**config.mk**
```make
export PLATFORM = sky130hd
export DESIGN_NAME = rv_fetch_stage_flat
export DESIGN_NICKNAME = d
export VERILOG_FILES = /design/src/verilog/rv_pkg.sv /design/src/verilog/rv_pipe_if.sv /design/src/verilog/rv_fetch_stage.sv /design/src/flat_wrapper.sv
export SDC_FILE = /design/constraint.sdc
export NUM_CORES = 1
export LEC_CHECK = 0
export ABC_AREA = 0
export CAP_MARGIN = 40
export CELL_PAD_IN_SITES_DETAIL_PLACEMENT = 1
export CELL_PAD_IN_SITES_GLOBAL_PLACEMENT = 1
export CORE_MARGIN = 3
export CORE_UTILIZATION = 40
export CTS_CLUSTER_SIZE = 20
export DETAILED_ROUTE_END_ITERATION = 8
export DONT_BUFFER_PORTS = 1
export PLACE_DENSITY_LB_ADDON = 0.25
export SLEW_MARGIN = 30
export SYNTH_ARGS = -nofsm -noshare
export SYNTH_HDL_FRONTEND = slang
export SYNTH_SLANG_ARGS = --single-unit
```
**constraint.sdc**
```tcl
create_clock -name clk -period 2.2 [get_ports clk]
set_clock_uncertainty 0.15 [all_clocks]
set_input_delay 0.44 -clock clk [delete_from_list [all_inputs] [get_ports clk]]
set_output_delay 0.44 -clock clk [all_outputs]
set_load 0.01 [all_outputs]
```
**src/verilog/rv_pkg.sv**
```systemverilog
package rv_pkg;

    localparam int XLEN  = 64;
    localparam int ALU_W = 4;

    // ----------------------------------------
    // major opcodes
    localparam logic [6:0] op_lui    = 7'b0110111;
    localparam logic [6:0] op_auipc  = 7'b0010111;
    localparam logic [6:0] op_jal    = 7'b1101111;
    localparam logic [6:0] op_jalr   = 7'b1100111;
    localparam logic [6:0] op_branch = 7'b1100011;
    localparam logic [6:0] op_imm    = 7'b0010011;
    localparam logic [6:0] op_reg    = 7'b0110011;

    // funct3, alu group
    localparam logic [2:0] f3_add  = 3'b000;    // add, sub, addi
    localparam logic [2:0] f3_sll  = 3'b001;
    localparam logic [2:0] f3_slt  = 3'b010;
    localparam logic [2:0] f3_xor  = 3'b100;
    localparam logic [2:0] f3_srl  = 3'b101;
    localparam logic [2:0] f3_or   = 3'b110;
    localparam logic [2:0] f3_and  = 3'b111;
    // funct3, branch group
    localparam logic [2:0] f3_beq  = 3'b000;
    localparam logic [2:0] f3_bne  = 3'b001;
    localparam logic [2:0] f3_blt  = 3'b100;
    localparam logic [2:0] f3_bge  = 3'b101;
    localparam logic [2:0] f3_jalr = 3'b000;

    localparam logic [6:0] funct7_sub = 7'b0100000;

    // ----------------------------------------
    // alu ops
    localparam logic [ALU_W-1:0] alu_add    = 4'd0;
    localparam logic [ALU_W-1:0] alu_sub    = 4'd1;
    localparam logic [ALU_W-1:0] alu_and    = 4'd2;
    localparam logic [ALU_W-1:0] alu_or     = 4'd3;
    localparam logic [ALU_W-1:0] alu_xor    = 4'd4;
    localparam logic [ALU_W-1:0] alu_sll    = 4'd5;
    localparam logic [ALU_W-1:0] alu_srl    = 4'd6;
    localparam logic [ALU_W-1:0] alu_slt    = 4'd7;
    localparam logic [ALU_W-1:0] alu_pass_b = 4'd8;

    // branch conditions
    localparam logic [2:0] br_none = 3'd0;
    localparam logic [2:0] br_eq   = 3'd1;
    localparam logic [2:0] br_ne   = 3'd2;
    localparam logic [2:0] br_lt   = 3'd3;
    localparam logic [2:0] br_ge   = 3'd4;
    localparam logic [2:0] br_jal  = 3'd5;
    localparam logic [2:0] br_jalr = 3'd6;

    // operand selectors
    localparam logic [1:0] sel_a_reg  = 2'd0;
    localparam logic [1:0] sel_a_pc   = 2'd1;
    localparam logic [1:0] sel_a_zero = 2'd2;
    localparam logic       sel_b_reg  = 1'b0;
    localparam logic       sel_b_imm  = 1'b1;

    // ----------------------------------------
    // instruction formats
    typedef struct packed {
        logic [6:0] funct7;
        logic [4:0] rs2;
        logic [4:0] rs1;
        logic [2:0] funct3;
        logic [4:0] rd;
        logic [6:0] opcode;
    } r_type_t;

    typedef struct packed {
        logic [11:0] imm;
        logic [4:0]  rs1;
        logic [2:0]  funct3;
        logic [4:0]  rd;
        logic [6:0]  opcode;
    } i_type_t;

    typedef struct packed {
        logic       imm12;
        logic [5:0] imm10_5;
        logic [4:0] rs2;
        logic [4:0] rs1;
        logic [2:0] funct3;
        logic [3:0] imm4_1;
        logic       imm11;
        logic [6:0] opcode;
    } b_type_t;

    typedef struct packed {
        logic [19:0] imm;
        logic [4:0]  rd;
        logic [6:0]  opcode;
    } u_type_t;

    typedef struct packed {
        logic       imm20;
        logic [9:0] imm10_1;
        logic       imm11;
        logic [7:0] imm19_12;
        logic [4:0] rd;
        logic [6:0] opcode;
    } j_type_t;

    typedef union packed {
        r_type_t r;
        i_type_t i;
        b_type_t b;
        u_type_t u;
        j_type_t j;
    } rv_inst_t;

    localparam logic [31:0] NOP_INST = 32'h00000013;  // addi x0,x0,0

endpackage

```
**src/verilog/rv_pipe_if.sv**
```systemverilog
`timescale 1ns/1ps

// fetch -> decode
interface fs_ds_if;
    import rv_pkg::*;

    logic            valid;
    logic            allowin;
    logic [XLEN-1:0] pc;
    logic [31:0]     inst;

    modport fs (output valid, pc, inst, input allowin);
    modport ds (input valid, pc, inst, output allowin);
endinterface


```
**src/verilog/rv_fetch_stage.sv**
```systemverilog
`timescale 1ns/1ps

module rv_fetch_stage #(
    parameter logic [rv_pkg::XLEN-1:0] RESET_PC = '0
) (
    input  logic                    clk,
    input  logic                    rst,
    input  logic                    flush_i,
    input  logic [rv_pkg::XLEN-1:0] target_i,
    output logic [rv_pkg::XLEN-1:0] imem_addr_o,
    input  logic [31:0]             imem_data_i,
    fs_ds_if.fs                     out
);
    import rv_pkg::*;

    logic [XLEN-1:0] pc;
    logic            fs_valid;    // set once reset is released

    always_ff @(posedge clk) begin
        if (rst) begin
            fs_valid <= 1'b0;
        end else begin
            fs_valid <= 1'b1;
        end
    end

    // ----------------------------------------
    // pc update
    always_ff @(posedge clk) begin
        if (rst) begin
            pc <= RESET_PC;
        end else if (flush_i) begin
            pc <= target_i;              // redirect wins over advance
        end else if (out.valid && out.allowin) begin
            pc <= pc + XLEN'(4);
        end
    end

    assign imem_addr_o = pc;

    // word fetched under a flush is from the wrong path
    assign out.valid = fs_valid && !flush_i;
    assign out.pc    = pc;
    assign out.inst  = imem_data_i;

endmodule

```
**src/flat_wrapper.sv**
```systemverilog
// flat-port wrapper written by rule: the top's interface ports become plain ports
module rv_fetch_stage_flat import rv_pkg::*;
#(
    parameter logic [rv_pkg::XLEN-1:0] RESET_PC = '0
)
  (clk, rst, flush_i, target_i, imem_addr_o, imem_data_i, out_valid, out_pc, out_inst, out_allowin);
  fs_ds_if out_i ();
  input  logic clk;
  input  logic rst;
  input  logic flush_i;
  input  logic [rv_pkg::XLEN-1:0] target_i;
  output logic [rv_pkg::XLEN-1:0] imem_addr_o;
  input  logic [31:0] imem_data_i;
  output wire logic [$bits(out_i.valid)-1:0] out_valid;
  output wire logic [$bits(out_i.pc)-1:0] out_pc;
  output wire logic [$bits(out_i.inst)-1:0] out_inst;
  input wire logic [$bits(out_i.allowin)-1:0] out_allowin;
  assign out_valid = out_i.valid;
  assign out_pc = out_i.pc;
  assign out_inst = out_i.inst;
  assign out_i.allowin = out_allowin;
  rv_fetch_stage #(.RESET_PC(RESET_PC)) u_core (.clk(clk), .rst(rst), .flush_i(flush_i), .target_i(target_i), .imem_addr_o(imem_addr_o), .imem_data_i(imem_data_i), .out(out_i));
endmodule
```
==> metrics.txt <==
gpl congestion=0.819; wire per inst=22.9 um; Req. time, crit path=2310 ps; leakage power=2.01 nW; P&R area growth vs syn=17.2%; Post-Syn Area=0.00458 mm^2; Setup-failing EPs final=1; synthesized instance count=575; fin crit period=2240 ps; layout cells sized above 1=33.9%; top post-synthesis cells by count=buf_4, nor2_1, dfxtp_1; failing checks=negative setup slack; met2 Track Usage GR=40.3%; CP Launch Type=flop; Inserted Clock Buffers=9; initial antenna violation count=0; count leader, synth=buf_4; FMAX=447 MHz; total global routing overflow=0; fin nets=674; CTS root buffer=clkbuf_16; net switching share of the total power=28.1%; Seq/Total Area, Yosys=28.4%; CP Max Fanout=5; post-synth top area cell=dfxtp_1; Pwr Density=631 mW/mm^2; Tightest Pin Transition=485 ps; Hold WS=22.9 ps; RSZ-0062 raised after global routing=yes; initial detailed-routing violation count=262; clk_lat worst skew=340 ps; Final Cycle Share=102%; GR Layer Usage met3=7.81%; Area after DPL=0.00466 mm^2; Clock Tree Buf Depth=2; dominant synthesized flop cell=dfxtp_1; Pint=0.00244 W; GR Util met1=30.3%; number of global-route vias before repair=4501; Pins Over Slew Limit=0; status=finished, violations left; die height=113 um; top area cells in the synthesized netlist=dfxtp_1, buf_4, nor2_1, a311oi_1, a211oi_1; I/O pin cnt=261; H-tree Lvls=3; setup tns final=-37.8 ps; power share of the combinational group=15.8%; worst IR drop on VDD=395 uV; largest net degree at the start of global routing=65; Yosys warnings=0; I/O Buffers=0; Routed Antenna Nets=0; final setup margin=-37.8 ps; Design Area, Final=0.00537 mm^2; switching power total=0.000952 W; Total Routing Usage GR=24.8%; global routing's busiest layer=met2; synthesis-stage register bit count=65; Max-Cap Viols=0; Worst-path clk slew=60 ps; first-pass GRT wire length=25100 um; Hold WC Path Type=in -> reg; Via density=6.12; # clock sinks=65; Site Rows=38; critical path class=reg -> reg; syn avg cell area=7.97 um^2; Crit. End Element=flop; distinct cell type count after synthesis=48; Hold Vio Cnt, Final=0; Clock Power Share=44.6%; Max transition margin=67.4%; DR DRC count=0; area share of the largest cell type after synthesis=28.4%; DP HPWL=11800 um; die area=0.0128 mm^2; Syn Nets=676; share of power burned in registers=39.6%; Initial DRT Pass Iterations=4; layout filler cell count=1278; drt total wl=16500 um; EDFF count, synth=0; DP Worst Slack=-192 ps; CTS tree=yes; area of the core=0.0110 mm^2; ys async rst share=0%; Die W=113 um; antenna cell count=0; via count=4393; critical path data arrival time=2340 ps; Initial Util=41.6%; Overall Power=0.00339 W
[power groups by stage]
stage	registers (W)	logic (W)	clock network, W
after global placement	0.00135	0.000496	0
after floorplan	0.00143	0.000406	0
final	0.00134	0.000536	0.00151
after global routing	0.00136	0.000588	0.00159
after detailed placement	0.00136	0.000510	0
after CTS	0.00134	0.000518	0.00155
[cell usage in the layout, fill, tap and decap left out, types with 15 or more instances in the layout]
master	instances
dfxtp_1	44
a311oi_1	15
nand4_1	29
dfxtp_2	21
nand3_1	28
nor2_1	62
buf_4	101
xor2_1	15
o21ai_0	16
or3_1	17
nand2_1	33
xnor2_1	19
a211oi_1	26
[stage by stage]
step                      std cells  util (%)
final                           718      48.7
after global placement          686      42.3
after floorplan                 575         -
after global routing            718      48.7
after detailed placement        686      42.3
after CTS                       706      46.1
[routing by layer]
layer / vias to the layer above / wire (um)
met5: - / 0
met4: 0 / 386
met3: 51 / 1260
met2: 200 / 8040
met1: 2145 / 6780
li1: 1997 / -
[timing repair]
item,in CTS,in global routing
endpoints found under the hold margin,0,0
hold buffers,0,0
setup buffers,4,12
endpoints found under the setup margin,15,32
pin swaps,7,26
gates resized for setup,14,55
[cell families (layout without fill, tap and decap cells)]
| family | after synthesis | in the layout | share of synthesized area (%) |
|---|---|---|---|
| DFF | 65 | 65 | 28.4 |
| xor gates and xnor gates | 34 | 34 | 6.50 |
| muxes | 5 | 5 | 1.09 |
| adders and majority gates | 1 | 1 | 0.273 |
| AOI/OAI and AO/OA | 88 | 88 | 13.8 |
| and+or+nand+nor | 248 | 248 | 30.7 |
| buffers and inverters | 134 | 137 | 19.3 |
[layout make-up]
cell class	count	area (um^2)	share of cell area [%]
clock buffer	14	274	5.10
clock inverter	2	35.0	0.652
inverter	9	35.0	0.652
multi-input combinational	376	2630	48.9
sequential	65	1330	24.7
tap	140	175	3.26
timing repair buffer	112	900	16.7
[state kept, by name (all words and copies together) (netlist names)]
name                cells
u_core.fs_valid         1
u_core.imem_addr_o     64
[worst max-delay path, cell delays in order, from the launching register on]
cell      delay, ps
dfxtp_1         380
nand4_1         180
nor4_4          400
buf_6           170
nand4_1         120
buf_4           180
or3_1           340
a311oi_2        240
[worst paths after layout]
| kind | from | endpoint | slack [ps] | cells past startpoint |
|---|---|---|---|---|
| worst max-delay path | u_core.imem_addr_o[18]$_SDFFE_PP0N_ | u_core.imem_addr_o[52]$_SDFFE_PP0N_ | -40 | 7 |
| worst min-delay path | rst | u_core.imem_addr_o[54]$_SDFFE_PP0N_ | 20 | 1 |
| worst max register to register | u_core.imem_addr_o[18]$_SDFFE_PP0N_ | u_core.imem_addr_o[52]$_SDFFE_PP0N_ | -40 | 7 |
| worst min register to register | u_core.imem_addr_o[10]$_SDFFE_PP0N_ | u_core.imem_addr_o[10]$_SDFFE_PP0N_ | 440 | 3 |
Power figures use the tool's default switching activity.
