**src/verilog/rv_pkg.sv**
```systemverilog
package rv_pkg;

    localparam int XLEN  = 64;
    localparam int ALU_W = 4;

    // ----------------------------------------
    // major opcodes
    localparam logic [6:0] op_lui    = 7'b0110111;
    localparam logic [6:0] op_auipc  = 7'b0010111;
    localparam logic [6:0] op_jal    = 7'b1101111;
    localparam logic [6:0] op_jalr   = 7'b1100111;
    localparam logic [6:0] op_branch = 7'b1100011;
    localparam logic [6:0] op_imm    = 7'b0010011;
    localparam logic [6:0] op_reg    = 7'b0110011;

    // funct3, alu group
    localparam logic [2:0] f3_add  = 3'b000;    // add, sub, addi
    localparam logic [2:0] f3_sll  = 3'b001;
    localparam logic [2:0] f3_slt  = 3'b010;
    localparam logic [2:0] f3_xor  = 3'b100;
    localparam logic [2:0] f3_srl  = 3'b101;
    localparam logic [2:0] f3_or   = 3'b110;
    localparam logic [2:0] f3_and  = 3'b111;
    // funct3, branch group
    localparam logic [2:0] f3_beq  = 3'b000;
    localparam logic [2:0] f3_bne  = 3'b001;
    localparam logic [2:0] f3_blt  = 3'b100;
    localparam logic [2:0] f3_bge  = 3'b101;
    localparam logic [2:0] f3_jalr = 3'b000;

    localparam logic [6:0] funct7_sub = 7'b0100000;

    // ----------------------------------------
    // alu ops
    localparam logic [ALU_W-1:0] alu_add    = 4'd0;
    localparam logic [ALU_W-1:0] alu_sub    = 4'd1;
    localparam logic [ALU_W-1:0] alu_and    = 4'd2;
    localparam logic [ALU_W-1:0] alu_or     = 4'd3;
    localparam logic [ALU_W-1:0] alu_xor    = 4'd4;
    localparam logic [ALU_W-1:0] alu_sll    = 4'd5;
    localparam logic [ALU_W-1:0] alu_srl    = 4'd6;
    localparam logic [ALU_W-1:0] alu_slt    = 4'd7;
    localparam logic [ALU_W-1:0] alu_pass_b = 4'd8;

    // branch conditions
    localparam logic [2:0] br_none = 3'd0;
    localparam logic [2:0] br_eq   = 3'd1;
    localparam logic [2:0] br_ne   = 3'd2;
    localparam logic [2:0] br_lt   = 3'd3;
    localparam logic [2:0] br_ge   = 3'd4;
    localparam logic [2:0] br_jal  = 3'd5;
    localparam logic [2:0] br_jalr = 3'd6;

    // operand selectors
    localparam logic [1:0] sel_a_reg  = 2'd0;
    localparam logic [1:0] sel_a_pc   = 2'd1;
    localparam logic [1:0] sel_a_zero = 2'd2;
    localparam logic       sel_b_reg  = 1'b0;
    localparam logic       sel_b_imm  = 1'b1;

    // ----------------------------------------
    // instruction formats
    typedef struct packed {
        logic [6:0] funct7;
        logic [4:0] rs2;
        logic [4:0] rs1;
        logic [2:0] funct3;
        logic [4:0] rd;
        logic [6:0] opcode;
    } r_type_t;

    typedef struct packed {
        logic [11:0] imm;
        logic [4:0]  rs1;
        logic [2:0]  funct3;
        logic [4:0]  rd;
        logic [6:0]  opcode;
    } i_type_t;

    typedef struct packed {
        logic       imm12;
        logic [5:0] imm10_5;
        logic [4:0] rs2;
        logic [4:0] rs1;
        logic [2:0] funct3;
        logic [3:0] imm4_1;
        logic       imm11;
        logic [6:0] opcode;
    } b_type_t;

    typedef struct packed {
        logic [19:0] imm;
        logic [4:0]  rd;
        logic [6:0]  opcode;
    } u_type_t;

    typedef struct packed {
        logic       imm20;
        logic [9:0] imm10_1;
        logic       imm11;
        logic [7:0] imm19_12;
        logic [4:0] rd;
        logic [6:0] opcode;
    } j_type_t;

    typedef union packed {
        r_type_t r;
        i_type_t i;
        b_type_t b;
        u_type_t u;
        j_type_t j;
    } rv_inst_t;

    localparam logic [31:0] NOP_INST = 32'h00000013;  // addi x0,x0,0

endpackage

```
**src/verilog/rv_pipe_if.sv**
```systemverilog


// decode -> execute, decoded bundle
interface ds_es_if;
    import rv_pkg::*;

    logic             valid;
    logic             allowin;
    logic [XLEN-1:0]  pc;
    logic [XLEN-1:0]  src1;
    logic [XLEN-1:0]  src2;
    logic [XLEN-1:0]  imm;
    logic [4:0]       rd;
    logic [ALU_W-1:0] alu_op;
    logic [1:0]       a_sel;
    logic             b_sel;
    logic [2:0]       br_cond;
    logic             reg_wen;

    modport ds (output valid, pc, src1, src2, imm, rd, alu_op, a_sel, b_sel, br_cond,
                reg_wen, input allowin);
    modport es (input valid, pc, src1, src2, imm, rd, alu_op, a_sel, b_sel, br_cond,
                reg_wen, output allowin);
endinterface

```
**src/verilog/rv_execute_stage.sv**
```systemverilog
`timescale 1ns/1ps

module rv_execute_stage (
    input  logic                    clk,
    input  logic                    rst,
    ds_es_if.es                     in,
    input  logic                    retire_ready_i,
    output logic                    retire_valid_o,
    output logic [rv_pkg::XLEN-1:0] retire_pc_o,
    output logic [4:0]              retire_rd_o,
    output logic                    retire_wen_o,
    output logic [rv_pkg::XLEN-1:0] retire_data_o,
    output logic                    flush_o,
    output logic [rv_pkg::XLEN-1:0] target_o,
    output logic                    rf_wen_o,
    output logic [4:0]              rf_waddr_o,
    output logic [rv_pkg::XLEN-1:0] rf_wdata_o
);
    import rv_pkg::*;

    logic             es_valid;
    logic [XLEN-1:0]  es_pc, es_src1, es_src2, es_imm;
    logic [4:0]       es_rd;
    logic [ALU_W-1:0] es_alu_op;
    logic [1:0]       es_a_sel;
    logic             es_b_sel;
    logic [2:0]       es_br_cond;
    logic             es_reg_wen;
    logic [XLEN-1:0]  alu_a, alu_b, alu_res, result, jalr_sum;
    logic             taken, retire, es_wen;

    assign in.allowin = !es_valid || retire_ready_i;
    assign retire     = es_valid && retire_ready_i;

    always_ff @(posedge clk) begin
        if (rst) begin
            es_valid <= 1'b0;
        end else if (in.allowin) begin
            es_valid <= in.valid && !flush_o;   // younger word dies on redirect
        end
    end

    always_ff @(posedge clk) begin
        if (in.valid && in.allowin) begin
            {es_pc, es_src1, es_src2, es_imm, es_rd} <= {in.pc, in.src1, in.src2, in.imm, in.rd};
            {es_alu_op, es_a_sel, es_b_sel}          <= {in.alu_op, in.a_sel, in.b_sel};
            {es_br_cond, es_reg_wen}                 <= {in.br_cond, in.reg_wen};
        end
    end

    // ----------------------------------------
    // alu
    always_comb begin
        case (es_a_sel)
            sel_a_pc:   alu_a = es_pc;
            sel_a_zero: alu_a = '0;
            default:    alu_a = es_src1;
        endcase
        alu_b = (es_b_sel == sel_b_imm) ? es_imm : es_src2;
        case (es_alu_op)
            alu_sub:    alu_res = alu_a - alu_b;
            alu_and:    alu_res = alu_a & alu_b;
            alu_or:     alu_res = alu_a | alu_b;
            alu_xor:    alu_res = alu_a ^ alu_b;
            alu_sll:    alu_res = alu_a << alu_b[5:0];
            alu_srl:    alu_res = alu_a >> alu_b[5:0];
            alu_slt:    alu_res = XLEN'($signed(alu_a) < $signed(alu_b));
            alu_pass_b: alu_res = alu_b;
            default:    alu_res = alu_a + alu_b;
        endcase
    end

    // ----------------------------------------
    // branch resolution
    always_comb begin
        case (es_br_cond)
            br_eq:           taken = (es_src1 == es_src2);
            br_ne:           taken = (es_src1 != es_src2);
            br_lt:           taken = ($signed(es_src1) < $signed(es_src2));
            br_ge:           taken = ($signed(es_src1) >= $signed(es_src2));
            br_jal, br_jalr: taken = 1'b1;
            default:         taken = 1'b0;
        endcase
    end

    assign jalr_sum = es_src1 + es_imm;
    assign target_o = (es_br_cond == br_jalr) ? {jalr_sum[XLEN-1:1], 1'b0} : es_pc + es_imm;
    assign result   = (es_br_cond == br_jal || es_br_cond == br_jalr) ? es_pc + XLEN'(4)
                                                                      : alu_res;
    assign es_wen   = es_reg_wen && (es_rd != 5'd0);
    assign flush_o  = retire && taken;

    // retire report
    assign retire_valid_o = es_valid;
    assign retire_pc_o    = es_pc;
    assign retire_rd_o    = es_rd;
    assign retire_wen_o   = es_wen;
    assign retire_data_o  = result;

    // writeback, only on retire
    assign rf_wen_o   = retire && es_wen;
    assign rf_waddr_o = es_rd;
    assign rf_wdata_o = result;

endmodule

```
**src/flat_wrapper.sv**
```systemverilog
// flat-port wrapper written by rule: the top's interface ports become plain ports
module rv_execute_stage_flat import rv_pkg::*;
  (clk, rst, retire_ready_i, retire_valid_o, retire_pc_o, retire_rd_o, retire_wen_o, retire_data_o, flush_o, target_o, rf_wen_o, rf_waddr_o, rf_wdata_o, in_valid, in_pc, in_src1, in_src2, in_imm, in_rd, in_alu_op, in_a_sel, in_b_sel, in_br_cond, in_reg_wen, in_allowin);
  ds_es_if in_i ();
  input  logic clk;
  input  logic rst;
  input  logic retire_ready_i;
  output logic retire_valid_o;
  output logic [rv_pkg::XLEN-1:0] retire_pc_o;
  output logic [4:0] retire_rd_o;
  output logic retire_wen_o;
  output logic [rv_pkg::XLEN-1:0] retire_data_o;
  output logic flush_o;
  output logic [rv_pkg::XLEN-1:0] target_o;
  output logic rf_wen_o;
  output logic [4:0] rf_waddr_o;
  output logic [rv_pkg::XLEN-1:0] rf_wdata_o;
  input wire logic [$bits(in_i.valid)-1:0] in_valid;
  input wire logic [$bits(in_i.pc)-1:0] in_pc;
  input wire logic [$bits(in_i.src1)-1:0] in_src1;
  input wire logic [$bits(in_i.src2)-1:0] in_src2;
  input wire logic [$bits(in_i.imm)-1:0] in_imm;
  input wire logic [$bits(in_i.rd)-1:0] in_rd;
  input wire logic [$bits(in_i.alu_op)-1:0] in_alu_op;
  input wire logic [$bits(in_i.a_sel)-1:0] in_a_sel;
  input wire logic [$bits(in_i.b_sel)-1:0] in_b_sel;
  input wire logic [$bits(in_i.br_cond)-1:0] in_br_cond;
  input wire logic [$bits(in_i.reg_wen)-1:0] in_reg_wen;
  output wire logic [$bits(in_i.allowin)-1:0] in_allowin;
  assign in_i.valid = in_valid;
  assign in_i.pc = in_pc;
  assign in_i.src1 = in_src1;
  assign in_i.src2 = in_src2;
  assign in_i.imm = in_imm;
  assign in_i.rd = in_rd;
  assign in_i.alu_op = in_alu_op;
  assign in_i.a_sel = in_a_sel;
  assign in_i.b_sel = in_b_sel;
  assign in_i.br_cond = in_br_cond;
  assign in_i.reg_wen = in_reg_wen;
  assign in_allowin = in_i.allowin;
  rv_execute_stage u_core (.clk(clk), .rst(rst), .in(in_i), .retire_ready_i(retire_ready_i), .retire_valid_o(retire_valid_o), .retire_pc_o(retire_pc_o), .retire_rd_o(retire_rd_o), .retire_wen_o(retire_wen_o), .retire_data_o(retire_data_o), .flush_o(flush_o), .target_o(target_o), .rf_wen_o(rf_wen_o), .rf_waddr_o(rf_waddr_o), .rf_wdata_o(rf_wdata_o));
endmodule
```
**config.mk**
```make
export PLATFORM = sky130hd
export DESIGN_NAME = rv_execute_stage_flat
export DESIGN_NICKNAME = d
export VERILOG_FILES = /design/src/verilog/rv_pkg.sv /design/src/verilog/rv_pipe_if.sv /design/src/verilog/rv_execute_stage.sv /design/src/flat_wrapper.sv
export SDC_FILE = /design/constraint.sdc
export NUM_CORES = 2
export LEC_CHECK = 0
export ABC_AREA = 0
export BUFFER_PORTS_ARGS = -buffer_cell sky130_fd_sc_hd__buf_4
export CAP_MARGIN = 20
export CELL_PAD_IN_SITES_DETAIL_PLACEMENT = 2
export CELL_PAD_IN_SITES_GLOBAL_PLACEMENT = 2
export CORE_UTILIZATION = 35
export CTS_CLUSTER_DIAMETER = 60
export CTS_CLUSTER_SIZE = 10
export DETAILED_ROUTE_END_ITERATION = 8
export PLACE_DENSITY_LB_ADDON = 0.15
export SETUP_SLACK_MARGIN = 0.15
export SYNTH_ARGS = -nofsm -noshare
export SYNTH_HDL_FRONTEND = slang
export SYNTH_SLANG_ARGS = --single-unit
```
**constraint.sdc**
```tcl
create_clock -name clk -period 8.3 [get_ports clk]
set_input_delay 0.415 -clock clk [delete_from_list [all_inputs] [get_ports clk]]
set_output_delay 0.415 -clock clk [all_outputs]
set_load 0.05 [all_outputs]
```
==> run summary <==
DR WL/cell: 38.1 um
Die H: 341 um
DR DRC count: 0
die width: 341 um
Comb pwr share: 65.7%
row count: 123
Post-Syn Nets: 5830
setup_tns: 0 ns
register bit total from synthesis: 273
Final ANT Viol Nets: 0
H-tree lvl count: 2
Fillers: 12900
Hold Fails Final Rpt: 0
Async SR Flop Fraction: 0%
Design Power: 9.64 mW
CTS Buf Count: 35
WL final: 271000 um
worst slew pin tran: 1.46 ns
area occupied by registers: 8190 um2
worst vdd ir: 158 uV
worst hold path stage count: 1
starting density of the core: 35.5%
final net count: 6246
vias: 48000
CTS Root Cell: clkbuf_16
Slew Viols, Final: 0
Leak: 20.2 nW
average cell area after synthesis: 7.78 um2
final setup violation count: 0
share of post-route cells with drive strength above 1: 15.5%
Cell Pwr Density: 203 nW/um2
worst slack at placement: 0.558 ns
max_slew headroom: 2.97%
CTS sink count: 273
clock latency on the worst-skew pair: 0.59 ns
Top Ports: 547
Post-synth EDFFs: 272
final std cells w/o fill: 7104
kind of critical path: reg2out
count of cell types in the netlist: 91
setup ws final: 0.212 ns
first-pass GRT wire length: 373000 um
Max Freq: 124 MHz
CTS clk-pin slew, worst paths: 0.06 ns
setup repair after global routing missed its margin: false
GR Overflow Total: 0
type of origin of the critical path: register
gr usage total: 44.7%
Final Wtd Congestion: 1.07
cell-internal power: 4.30 mW
clk_skew: 0.0369 ns
drt pass-1 iters: 6
part of the power in registers: 18.8%
half-perimeter wire length after placement: 215000 um
Synth Warn #: 0
Psw: 5.35 mW
clk buf depth: 3
outcome: finished clean
crit end category: primary output
port bufs: 546
switch share: 55.4%
Core Footprint: 113000 um2
critical path data arrival time: 7.67 ns
Post-CTS Repair Setup Buffers: 0
number of DRC markers in iteration 0: 5939
peak fanout along the critical path: 28
Clock Power Share: 15.4%
sequential share of the synthesized area: 20.4%
crit path time final: 8.09 ns
synthesized netlist cell count: 5166
die area: 116000 um2
initial antenna violation count: 15
max cap viols: 0
vias per cell: 6.75
combined area of the multi-input logic cells: 29100 um2
R2R cell count: 12
top_reg_cell synth: edfxtp_1
pin count of the biggest net entering global routing: 149
Hold WC Path Type: in2reg
Worst EP required: 7.89 ns
CTS tree: built
vias in the first global route: 48100
dpl cells: 6940
synth-to-layout area growth: 18.4%
period utilisation layout: 97.4%
post-synthesis instance area: 40200 um2
-- what timing repair did --
item,4_1_cts,5_1_grt
setup endpoints to repair,2,2
resized for setup,1,2
gates cloned,0,0
hold buffers,99,0
endpoints found under the hold margin,99,0
-- layout by cell type, fill, tap and decap left out, types with 18 or more instances in the layout --
cell           synthesis  routed
o21ai_0              387     382
o22ai_1               53      53
nor3_1                83      80
inv_1                296     293
and2_1                54      52
a221oi_1              40      40
o2111ai_1             18      18
a22o_1                48      48
nor4_1                40      40
a31oi_1               45      45
mux4_2                33      33
buf_4                 74     672
a21o_1               117     117
mux2_2                35      35
o21bai_1              63      63
ha_1                 384     383
o31ai_1               41      41
nor2b_1               48      47
a21oi_1              518     518
a21boi_0              20      20
edfxtp_1             272     272
nand3_1              103     102
a211oi_1              81      81
xor2_1                84      83
o211ai_1              86      86
mux2i_1              253     253
dlygate4sd3_1          0      99
a221o_1               24      24
o221ai_1              61      61
nor2_1               415     412
nand4_1               71      71
xnor2_1              132     131
clkbuf_16              0      37
nand2_1              475     473
a22oi_1               43      43
and3_1                38      38
o21a_1                29      27
nand2b_1              40      40
-- stage by stage --
stage | area [um2] | util [%] | hold slack, ns
finish | 47600 | 42.1 | 0.0173
global route | 47600 | 42.1 | 0.0171
CTS | 47500 | 42.0 | 0.0000165
detailed placement | 45500 | 40.2 | 0.594
global placement | 45500 | 40.2 | 0.593
floorplan | 40200 | - | 0.514
-- routing by layer --
layer	up-vias	global-route usage (%)	wire length, um
met5	-	0	27
li1	20000	-	-
met3	469	10.6	30000
met2	2870	66.1	114000
met4	4	18.6	12300
met1	24600	61.8	114000
-- worst max-delay path: stages (launching register included) --
cell       delay, ns
edfxtp_1        0.42
ha_4            0.41
nor2b_4         0.54
buf_4           0.48
a22o_1          0.36
ha_1            0.48
and2_1          0.23
nand3_1         0.17
nor3_1          0.36
nand3_1         0.26
a2111oi_1       0.83
o21ai_1         0.35
nand2_1         0.25
a311o_1         0.30
a211oi_1        0.11
o2111ai_1       0.97
a21oi_1         0.25
buf_4           0.26
-- power groups by stage --
stage	clock [mW]	sequential [mW]	combinational, mW
finish	1.49	1.82	6.34
global route	1.54	1.81	6.49
CTS	1.49	1.80	6.08
detailed placement	0	1.83	6.01
global placement	0	1.83	5.92
floorplan	0	1.82	3.80
-- cells in the mapped netlist (33+ instances only) --
cell      instances  share of area [%]
nand2b_1         40               0.62
mux4_2           33                1.9
o22ai_1          53               0.83
a21oi_1         518                6.5
nor2b_1          48               0.75
nand4_1          71                1.1
nor3_1           83                1.0
a221oi_1         40               0.87
and3_1           38               0.59
a31oi_1          45               0.70
a21o_1          117                2.2
mux2_2           35               0.98
o31ai_1          41               0.77
nor2_1          415                3.9
a211oi_1         81                1.5
nor4_1           40               0.62
ha_1            384                 12
o221ai_1         61                1.3
buf_2            40               0.50
o21bai_1         63                1.2
inv_1           296                2.8
buf_4            74                1.4
edfxtp_1        272                 20
and2_1           54               0.84
nand2_1         475                4.4
buf_1            39               0.36
mux2i_1         253                6.3
o211ai_1         86                1.6
o21ai_0         387                4.8
a22oi_1          43               0.80
xnor2_1         132                2.9
nand3_1         103                1.3
a22o_1           48                1.0
clkbuf_1        247                2.3
xor2_1           84                1.8
-- cell type report --
class                      count  share of cell area (%)
inverter                     299                    2.37
antenna                        9                  0.0473
multi-input combinational   4190                    61.2
tap                         1500                    3.94
timing repair buffer         783                    13.1
clock buffer                  43                    1.99
clock inverter                 7                   0.134
sequential                   273                    17.2
-- state kept, by name, indices dropped and copies added (netlist names) --
signal                 cells
u_core.retire_rd_o         5
u_core.es_src2            64
u_core.retire_valid_o      1
u_core.es_src1            64
u_core.es_alu_op           4
u_core.es_br_cond          3
u_core.es_b_sel            1
u_core.retire_pc_o        64
u_core.es_reg_wen          1
u_core.es_imm             64
u_core.es_a_sel            2
-- logic make-up after synthesis --
family,after synthesis,synth area share (%)
DFF,273,20.4
AOI/OAI and AO/OA,1827,29.6
and+or+nand+nor,1437,16.5
adders and majority gates,388,12.2
xor gates and xnor gates,216,4.71
muxes,322,9.19
buffers and inverters,703,7.46
-- path summary, 6_finish.rpt --
kind / start / to / slack (ns)
max: u_core.es_a_sel[0] / rf_wdata_o[0] / 0.21
min: in_imm[34] / u_core.es_imm[34] / 0.02
max reg2reg: u_core.es_src1[1] / u_core.retire_valid_o / 4.37
min reg2reg: u_core.retire_valid_o / u_core.retire_valid_o / 0.73
No activity file was read; power rests on OpenSTA's default activity.
